==> src/txBufPkg.sv <==
package txBufPkg;

    // Line geometry
    localparam int laneCount = 4;
    localparam int wordWidth = 32;
    localparam int lineWidth = laneCount * wordWidth;

    // Buffer sizing
    localparam int maxPayloadBytes = 64;
    localparam int maxPacketLines = (maxPayloadBytes * 8) / lineWidth;
    localparam int depthPackets = 4;
    localparam int laneFifoDepth = maxPacketLines * depthPackets;

    // Lane entry layout is word, start flag, end flag
    localparam int entryEndBit = 0;
    localparam int entryStartBit = 1;
    localparam int entryWordLsb = 2;
    localparam int entryWidth = wordWidth + 2;

    localparam int fifoPtrWidth = $clog2(laneFifoDepth);
    localparam int fifoCountWidth = $clog2(laneFifoDepth + 1);
    localparam int pktCountWidth = $clog2(depthPackets + 1);

    typedef logic [wordWidth-1:0] word_t;
    typedef logic [lineWidth-1:0] line_t;
    typedef logic [laneCount-1:0] laneMask_t;
    typedef logic [entryWidth-1:0] laneEntry_t;
    typedef logic [pktCountWidth-1:0] pktCount_t;
    typedef logic [$clog2(laneCount)-1:0] laneIdx_t;
    typedef logic [fifoPtrWidth-1:0] fifoPtr_t;
    typedef logic [fifoCountWidth-1:0] fifoCount_t;

endpackage

==> src/txPipeline.sv <==
`timescale 1ns/1ps

module txPipeline (
    input  logic                 CLK,
    input  logic                 RST_IN,
    input  txBufPkg::laneEntry_t WR_DATA,
    input  logic                 WR_VALID,
    output logic                 WR_READY,
    output txBufPkg::laneEntry_t RD_DATA,
    output logic                 RD_VALID,
    input  logic                 RD_READY
);

    txBufPkg::laneEntry_t entryQ;
    logic                 validQ;
    logic                 wrFire;

    // Empty slot, or the held entry leaves this cycle
    assign WR_READY = !validQ || RD_READY;
    assign wrFire = WR_VALID && WR_READY;

    assign RD_DATA = entryQ;
    assign RD_VALID = validQ;

    always_ff @(posedge CLK) begin
        if (RST_IN) begin
            validQ <= 1'b0;
        end else if (WR_READY) begin
            validQ <= WR_VALID;
        end
    end

    always_ff @(posedge CLK) begin
        if (wrFire) begin
            entryQ <= WR_DATA;
        end
    end

endmodule

==> src/txLaneFifo.sv <==
`timescale 1ns/1ps

module txLaneFifo (
    input  logic                 CLK,
    input  logic                 RST_IN,
    input  txBufPkg::laneEntry_t WR_DATA,
    input  logic                 WR_VALID,
    output logic                 WR_READY,
    output txBufPkg::laneEntry_t RD_DATA,
    output logic                 RD_VALID,
    input  logic                 RD_READY
);

    txBufPkg::laneEntry_t mem [txBufPkg::laneFifoDepth];
    txBufPkg::fifoPtr_t   wrPtr;
    txBufPkg::fifoPtr_t   rdPtr;
    txBufPkg::fifoCount_t fillCount;
    logic                 push;
    logic                 pop;

    assign WR_READY = fillCount != txBufPkg::fifoCount_t'(txBufPkg::laneFifoDepth);
    assign RD_VALID = fillCount != '0;
    assign push = WR_VALID && WR_READY;
    assign pop = RD_VALID && RD_READY;

    // Head entry is visible without a read cycle
    assign RD_DATA = mem[rdPtr];

    always_ff @(posedge CLK) begin
        if (push) begin
            mem[wrPtr] <= WR_DATA;
        end
    end

    always_ff @(posedge CLK) begin
        if (RST_IN) begin
            wrPtr <= '0;
            rdPtr <= '0;
            fillCount <= '0;
        end else begin
            if (push) begin
                if (wrPtr == txBufPkg::fifoPtr_t'(txBufPkg::laneFifoDepth - 1)) begin
                    wrPtr <= '0;
                end else begin
                    wrPtr <= wrPtr + 1'b1;
                end
            end
            if (pop) begin
                if (rdPtr == txBufPkg::fifoPtr_t'(txBufPkg::laneFifoDepth - 1)) begin
                    rdPtr <= '0;
                end else begin
                    rdPtr <= rdPtr + 1'b1;
                end
            end
            if (push && !pop) begin
                fillCount <= fillCount + 1'b1;
            end else if (pop && !push) begin
                fillCount <= fillCount - 1'b1;
            end
        end
    end

endmodule

==> src/txDataFifo.sv <==
`timescale 1ns/1ps

module txDataFifo (
    input  logic                CLK,
    input  logic                RST_IN,
    input  txBufPkg::line_t     LINE_DATA,
    input  logic                LINE_VALID,
    input  logic                LINE_START,
    input  txBufPkg::laneMask_t LINE_WORD_VALID,
    input  txBufPkg::laneMask_t LINE_END_FLAGS,
    output logic                LINE_READY,
    input  txBufPkg::laneMask_t RD_WORD_READY,
    output txBufPkg::line_t     RD_DATA,
    output logic                RD_START,
    output txBufPkg::laneMask_t RD_END_FLAGS,
    output txBufPkg::laneMask_t RD_WORD_VALID,
    output logic                RD_PACKET_VALID
);

    txBufPkg::laneEntry_t inEntry [txBufPkg::laneCount];
    txBufPkg::laneEntry_t fifoWrEntry [txBufPkg::laneCount];
    txBufPkg::laneEntry_t fifoRdEntry [txBufPkg::laneCount];
    txBufPkg::laneEntry_t outEntry [txBufPkg::laneCount];
    txBufPkg::laneMask_t  inSliceReady;
    txBufPkg::laneMask_t  fifoWrValid;
    txBufPkg::laneMask_t  fifoWrReady;
    txBufPkg::laneMask_t  fifoWrEnd;
    txBufPkg::laneMask_t  fifoRdValid;
    txBufPkg::laneMask_t  fifoRdReady;
    txBufPkg::laneMask_t  fifoRdEnd;
    txBufPkg::pktCount_t  pktCount;
    logic                 pendingEnd;
    logic                 pktIncrement;
    logic                 pktDecrement;

    // End flag still in an input slice counts against the limit
    assign pendingEnd = (fifoWrValid & fifoWrEnd) != '0;
    assign pktIncrement = (fifoWrValid & fifoWrReady & fifoWrEnd) != '0;
    assign pktDecrement = (fifoRdValid & fifoRdReady & fifoRdEnd) != '0;

    assign LINE_READY = (&inSliceReady)
        && (pktCount != txBufPkg::pktCount_t'(txBufPkg::depthPackets))
        && !(pendingEnd && pktCount == txBufPkg::pktCount_t'(txBufPkg::depthPackets - 1));

    assign RD_PACKET_VALID = pktCount != '0;
    assign RD_START = outEntry[0][txBufPkg::entryStartBit];

    always_ff @(posedge CLK) begin
        if (RST_IN) begin
            pktCount <= '0;
        end else begin
            case ({pktIncrement, pktDecrement})
                2'b10: pktCount <= pktCount + 1'b1;
                2'b01: pktCount <= pktCount - 1'b1;
                default: pktCount <= pktCount;
            endcase
        end
    end

    for (genvar i = 0; i < txBufPkg::laneCount; i++) begin : genLane
        // Only lane 0 carries the packet start
        assign inEntry[i] = {LINE_DATA[i*txBufPkg::wordWidth +: txBufPkg::wordWidth],
                             (i == 0) ? LINE_START : 1'b0,
                             LINE_END_FLAGS[i]};

        assign fifoWrEnd[i] = fifoWrEntry[i][txBufPkg::entryEndBit];
        assign fifoRdEnd[i] = fifoRdEntry[i][txBufPkg::entryEndBit];

        assign RD_DATA[i*txBufPkg::wordWidth +: txBufPkg::wordWidth] =
            outEntry[i][txBufPkg::entryWordLsb +: txBufPkg::wordWidth];
        assign RD_END_FLAGS[i] = outEntry[i][txBufPkg::entryEndBit];

        txPipeline inSlice (
            .CLK      (CLK),
            .RST_IN   (RST_IN),
            .WR_DATA  (inEntry[i]),
            .WR_VALID (LINE_VALID && LINE_READY && LINE_WORD_VALID[i]),
            .WR_READY (inSliceReady[i]),
            .RD_DATA  (fifoWrEntry[i]),
            .RD_VALID (fifoWrValid[i]),
            .RD_READY (fifoWrReady[i])
        );

        txLaneFifo laneFifo (
            .CLK      (CLK),
            .RST_IN   (RST_IN),
            .WR_DATA  (fifoWrEntry[i]),
            .WR_VALID (fifoWrValid[i]),
            .WR_READY (fifoWrReady[i]),
            .RD_DATA  (fifoRdEntry[i]),
            .RD_VALID (fifoRdValid[i]),
            .RD_READY (fifoRdReady[i])
        );

        txPipeline outSlice (
            .CLK      (CLK),
            .RST_IN   (RST_IN),
            .WR_DATA  (fifoRdEntry[i]),
            .WR_VALID (fifoRdValid[i]),
            .WR_READY (fifoRdReady[i]),
            .RD_DATA  (outEntry[i]),
            .RD_VALID (RD_WORD_VALID[i]),
            .RD_READY (RD_WORD_READY[i])
        );
    end

endmodule

==> src/txWordPacker.sv <==
`timescale 1ns/1ps

module txWordPacker (
    input  logic                CLK,
    input  logic                RST_IN,
    input  txBufPkg::word_t     IN_DATA,
    input  logic                IN_VALID,
    input  logic                IN_LAST,
    output logic                IN_READY,
    output txBufPkg::line_t     LINE_DATA,
    output logic                LINE_VALID,
    output logic                LINE_START,
    output txBufPkg::laneMask_t LINE_WORD_VALID,
    output txBufPkg::laneMask_t LINE_END_FLAGS,
    input  logic                LINE_READY
);

    txBufPkg::line_t     lineData;
    txBufPkg::laneMask_t wordValid;
    txBufPkg::laneMask_t endFlags;
    txBufPkg::laneIdx_t  laneIdx;
    logic                lineValid;
    logic                lineStart;
    logic                startNext;
    logic                inFire;
    logic                lineFire;
    logic                lineDone;

    assign IN_READY = !lineValid || LINE_READY;
    assign inFire = IN_VALID && IN_READY;
    assign lineFire = lineValid && LINE_READY;
    assign lineDone = IN_LAST || (laneIdx == txBufPkg::laneIdx_t'(txBufPkg::laneCount - 1));

    assign LINE_DATA = lineData;
    assign LINE_VALID = lineValid;
    assign LINE_START = lineStart;
    assign LINE_WORD_VALID = wordValid;
    assign LINE_END_FLAGS = endFlags;

    always_ff @(posedge CLK) begin
        if (inFire) begin
            lineData[laneIdx*txBufPkg::wordWidth +: txBufPkg::wordWidth] <= IN_DATA;
        end
    end

    always_ff @(posedge CLK) begin
        if (RST_IN) begin
            lineValid <= 1'b0;
            lineStart <= 1'b0;
            startNext <= 1'b1;
            laneIdx <= '0;
            wordValid <= '0;
            endFlags <= '0;
        end else begin
            if (inFire) begin
                // First lane opens a fresh line
                if (laneIdx == '0) begin
                    wordValid <= txBufPkg::laneMask_t'(1);
                    endFlags <= IN_LAST ? txBufPkg::laneMask_t'(1) : '0;
                    lineStart <= startNext;
                end else begin
                    wordValid[laneIdx] <= 1'b1;
                    endFlags[laneIdx] <= IN_LAST;
                end
                startNext <= IN_LAST;
                laneIdx <= lineDone ? '0 : laneIdx + 1'b1;
            end
            if (inFire && lineDone) begin
                lineValid <= 1'b1;
            end else if (lineFire) begin
                lineValid <= 1'b0;
            end
        end
    end

endmodule

==> src/txWordSerializer.sv <==
`timescale 1ns/1ps

module txWordSerializer (
    input  logic                CLK,
    input  logic                RST_IN,
    input  txBufPkg::line_t     RD_DATA,
    input  logic                RD_START,
    input  txBufPkg::laneMask_t RD_END_FLAGS,
    input  txBufPkg::laneMask_t RD_WORD_VALID,
    input  logic                RD_PACKET_VALID,
    output txBufPkg::laneMask_t RD_WORD_READY,
    output txBufPkg::word_t     OUT_DATA,
    output logic                OUT_VALID,
    output logic                OUT_START,
    output logic                OUT_LAST,
    input  logic                OUT_READY
);

    typedef enum logic {
        idle,
        send
    } state_t;

    state_t             state;
    txBufPkg::laneIdx_t lane;
    logic               packetReady;
    logic               outFire;

    // An end flag already past the lane FIFOs also marks a whole stored packet
    assign packetReady = RD_PACKET_VALID || ((RD_WORD_VALID & RD_END_FLAGS) != '0);

    assign OUT_VALID = (state == send) && RD_WORD_VALID[lane];
    assign OUT_DATA = RD_DATA[lane*txBufPkg::wordWidth +: txBufPkg::wordWidth];
    assign OUT_START = (lane == '0) && RD_START;
    assign OUT_LAST = RD_END_FLAGS[lane];
    assign outFire = OUT_VALID && OUT_READY;

    always_comb begin
        RD_WORD_READY = '0;
        RD_WORD_READY[lane] = outFire;
    end

    always_ff @(posedge CLK) begin
        if (RST_IN) begin
            state <= idle;
            lane <= '0;
        end else begin
            case (state)
                idle: begin
                    lane <= '0;
                    if (packetReady) begin
                        state <= send;
                    end
                end
                send: begin
                    if (outFire) begin
                        if (OUT_LAST) begin
                            // Next packet begins on lane 0 of a new line
                            state <= idle;
                            lane <= '0;
                        end else begin
                            lane <= lane + 1'b1;
                        end
                    end
                end
                default: state <= idle;
            endcase
        end
    end

endmodule

==> src/txBufTop.sv <==
`timescale 1ns/1ps

module txBufTop (
    input  logic            CLK,
    input  logic            RST_IN,
    input  txBufPkg::word_t IN_DATA,
    input  logic            IN_VALID,
    input  logic            IN_LAST,
    output logic            IN_READY,
    output txBufPkg::word_t OUT_DATA,
    output logic            OUT_VALID,
    output logic            OUT_START,
    output logic            OUT_LAST,
    input  logic            OUT_READY
);

    txBufPkg::line_t     lineData;
    logic                lineValid;
    logic                lineStart;
    txBufPkg::laneMask_t lineWordValid;
    txBufPkg::laneMask_t lineEndFlags;
    logic                lineReady;
    txBufPkg::line_t     rdData;
    logic                rdStart;
    txBufPkg::laneMask_t rdEndFlags;
    txBufPkg::laneMask_t rdWordValid;
    txBufPkg::laneMask_t rdWordReady;
    logic                rdPacketValid;

    txWordPacker packer (
        .CLK             (CLK),
        .RST_IN          (RST_IN),
        .IN_DATA         (IN_DATA),
        .IN_VALID        (IN_VALID),
        .IN_LAST         (IN_LAST),
        .IN_READY        (IN_READY),
        .LINE_DATA       (lineData),
        .LINE_VALID      (lineValid),
        .LINE_START      (lineStart),
        .LINE_WORD_VALID (lineWordValid),
        .LINE_END_FLAGS  (lineEndFlags),
        .LINE_READY      (lineReady)
    );

    txDataFifo buffer (
        .CLK             (CLK),
        .RST_IN          (RST_IN),
        .LINE_DATA       (lineData),
        .LINE_VALID      (lineValid),
        .LINE_START      (lineStart),
        .LINE_WORD_VALID (lineWordValid),
        .LINE_END_FLAGS  (lineEndFlags),
        .LINE_READY      (lineReady),
        .RD_WORD_READY   (rdWordReady),
        .RD_DATA         (rdData),
        .RD_START        (rdStart),
        .RD_END_FLAGS    (rdEndFlags),
        .RD_WORD_VALID   (rdWordValid),
        .RD_PACKET_VALID (rdPacketValid)
    );

    txWordSerializer serializer (
        .CLK             (CLK),
        .RST_IN          (RST_IN),
        .RD_DATA         (rdData),
        .RD_START        (rdStart),
        .RD_END_FLAGS    (rdEndFlags),
        .RD_WORD_VALID   (rdWordValid),
        .RD_PACKET_VALID (rdPacketValid),
        .RD_WORD_READY   (rdWordReady),
        .OUT_DATA        (OUT_DATA),
        .OUT_VALID       (OUT_VALID),
        .OUT_START       (OUT_START),
        .OUT_LAST        (OUT_LAST),
        .OUT_READY       (OUT_READY)
    );

endmodule

==> config.mk <==
export PLATFORM = sky130hd
export DESIGN_NAME = txBufTop
export DESIGN_NICKNAME = d
export VERILOG_FILES = /design/src/txBufPkg.sv /design/src/txPipeline.sv /design/src/txLaneFifo.sv /design/src/txDataFifo.sv /design/src/txWordPacker.sv /design/src/txWordSerializer.sv /design/src/txBufTop.sv
export SDC_FILE = /design/constraint.sdc
export NUM_CORES = 2
export LEC_CHECK = 0
export BUFFER_PORTS_ARGS = -buffer_cell sky130_fd_sc_hd__buf_4
export CORE_AREA = 2 2 423 425
export DETAILED_ROUTE_END_ITERATION = 16
export DIE_AREA = 0 0 425 427
export GPL_TIMING_DRIVEN = 0
export PLACE_DENSITY = 0.75
export SLEW_MARGIN = 30
export SYNTH_ARGS = -nofsm -noshare
export SYNTH_HDL_FRONTEND = slang
export SYNTH_HIERARCHICAL = 1
export SYNTH_SLANG_ARGS = --single-unit
==> constraint.sdc <==
create_clock -name CLK -period 3.69 [get_ports CLK]
set_clock_uncertainty 0.1 [all_clocks]
set_input_delay 0.5535 -clock CLK [delete_from_list [all_inputs] [get_ports CLK]]
set_output_delay 0.5535 -clock CLK [all_outputs]
set_load 0.01 [all_outputs]
==> metrics <==
routed wire length 259800 um; yosys warns 6; Syn Inst Count 4470; Final Worst Setup Slack 91.84 ps; crit end category output port; syn nets roughly 4600; register area between 0.07 and 0.08 mm2; fin crit share 0.9751; Placement Rows 155; Mean Syn Cell Area roughly 22 um2; core area 0.1773 mm2; Layout Utilization 0.6445; DP Area ~0.11 mm2; 1st-pass router iterations 5; GR Overflow Total 0; initial antenna violation count 41; Mapped Area 0.09848 mm2; Slew HR 0.3133; Multi-input gate area 0.02022 mm2; Area Overhead vs Synth 16.00%; H-tree Lvls 4; Skew-Pair Late Insertion Delay 880 ps; CP required approximately 3000 ps; I/O pins 73; vias in the first global route 49440; leakage dissipation between 30 and 40 nW; vias per inst ~6.5; fmax between 0.2 and 0.3 GHz; final setup TNS 0 ps; GRT Total Usage 0.2880; Fillers 11040; Final setup viols 0; Post-Layout Inst Area 0.1142 mm2; Final min period about 3600 ps; worst vdd ir 0.5664 mV; clock buffer depth 3; Min-Delay Path Class in -> reg; outcome finished, final reports clean; RD Place Congestion 0.8841; unrepaired setup endpoints after global routing yes; via count 49650; FF-to-FF setup slack around 100 ps; Inserted Clock Buffers 240; die area 0.1815 mm2; drt drc 0; share of cells above drive strength 1 0.2743; global-route wire length before repair 364700 um; PwrDens around 650 mW/mm2; initial drt markers between 6000 and 7000; largest net degree at the start of global routing 47; CP Launch Type register; Die Span Y 427 um; WP data arrival 2940 ps; pre-CTS setup slack -315.8 ps; Least-Margin Pin Slew 1030 ps; Starting Density 0.5556; critical path peak fanout 10; Nets around 5100; WL/cell 34.25 um; Die Wd about 430 um; Final HPWL DP 164400 um; Final Hold Fails 0; antenna viol nets, final 0; count of final max-slew check failures 0; Max Cap Viol 0; CTS Sinks 2617; port bufs between 70 and 80; crit path kind reg -> out; CTS tree built; root buffer cell clkbuf_16; CTS clk-pin slew, worst paths 70 ps
==> placed cells by master, fill, tap and decap left out, types with 79 or more instances in the layout <==
cell       count
clkbuf_1     130
clkbuf_16    251
mux4_2       566
buf_16        85
nor2_1        79
edfxtp_1    2522
a22oi_1      267
and2_1       107
nand2_1      160
buf_4        122
dfxtp_1       92
==> metrics by stage <==
stage          instances  total power [mW]  hold slack [ps]
6_report            7587             74.42            85.66
5_1_grt             7554             76.11            57.49
4_1_cts             7532             74.08            31.34
3_5_place_dp        7059             49.14            304.5
3_3_place_gp        6897             48.88            300.6
2_1_floorplan       4470             44.00            300.3
==> layer usage <==
| metal | share of wire | global-route usage |
|---|---|---|
| met2 | 0.48 | 0.4527 |
| met3 | 0.11 | 0.07068 |
| met5 | 0.00047 | 0 |
| met4 | 0.070 | 0.1842 |
| met1 | 0.34 | 0.3627 |
==> state kept, by name (all words and copies together) (netlist names), 16 cells and up, named ones only <==
register,cells
buffer/genLane.inSlice/RD_DATA,133
buffer/genLane.laneFifo/fillCount,20
buffer/genLane.laneFifo/mem,2128
buffer/genLane.laneFifo/rdPtr,16
buffer/genLane.laneFifo/wrPtr,16
buffer/genLane.outSlice/RD_DATA,133
packer/LINE_DATA,128
==> critical path, stage by stage, from the launching register on <==
cell,delay [ps]
dfxtp_1,360
nor4_4,330
nand2_2,150
nand2b_4,190
nand4_1,100
a21o_1,110
nor2_1,40
nor2b_1,120
clkbuf_4,200
inv_1,100
buf_4,190
buf_4,170
==> worst paths after layout <==
check,to,start,cells past startpoint
max,IN_READY,buffer/genLane[3].laneFifo/fillCount[3],11
max reg2reg,buffer/pktCount[2],register,12
min reg2reg,buffer/genLane[2].inSlice/RD_DATA[8],packer/LINE_DATA[70],0
min,packer/LINE_DATA[70],IN_DATA[6],2
==> where the power goes <==
group	switching, mW	internal, mW
Sequential	1.50	33.8
Combinational	7.71	6.30
Clock	11.1	14.1
==> what timing repair did <==
item | CTS | global route
pin swaps | 4 | 6
setup endpoints to repair | 7 | 5
setup buffers | 8 | 11
hold buffers | 11 | 0
endpoints found under the hold margin | 13 | 0
resized for setup | 33 | 37
==> final cells by class <==
class	count	share of cell area
sequential	2617	0.6796
multi-input combinational	1596	0.1770
clock buffer	312	0.05804
timing repair buffer	264	0.03523
tap	2355	0.02579
clock inverter	142	0.01140
buffer	222	0.01079
inverter	34	0.001117
antenna	45	0.0009857
No activity file was read; power rests on OpenSTA's default activity.
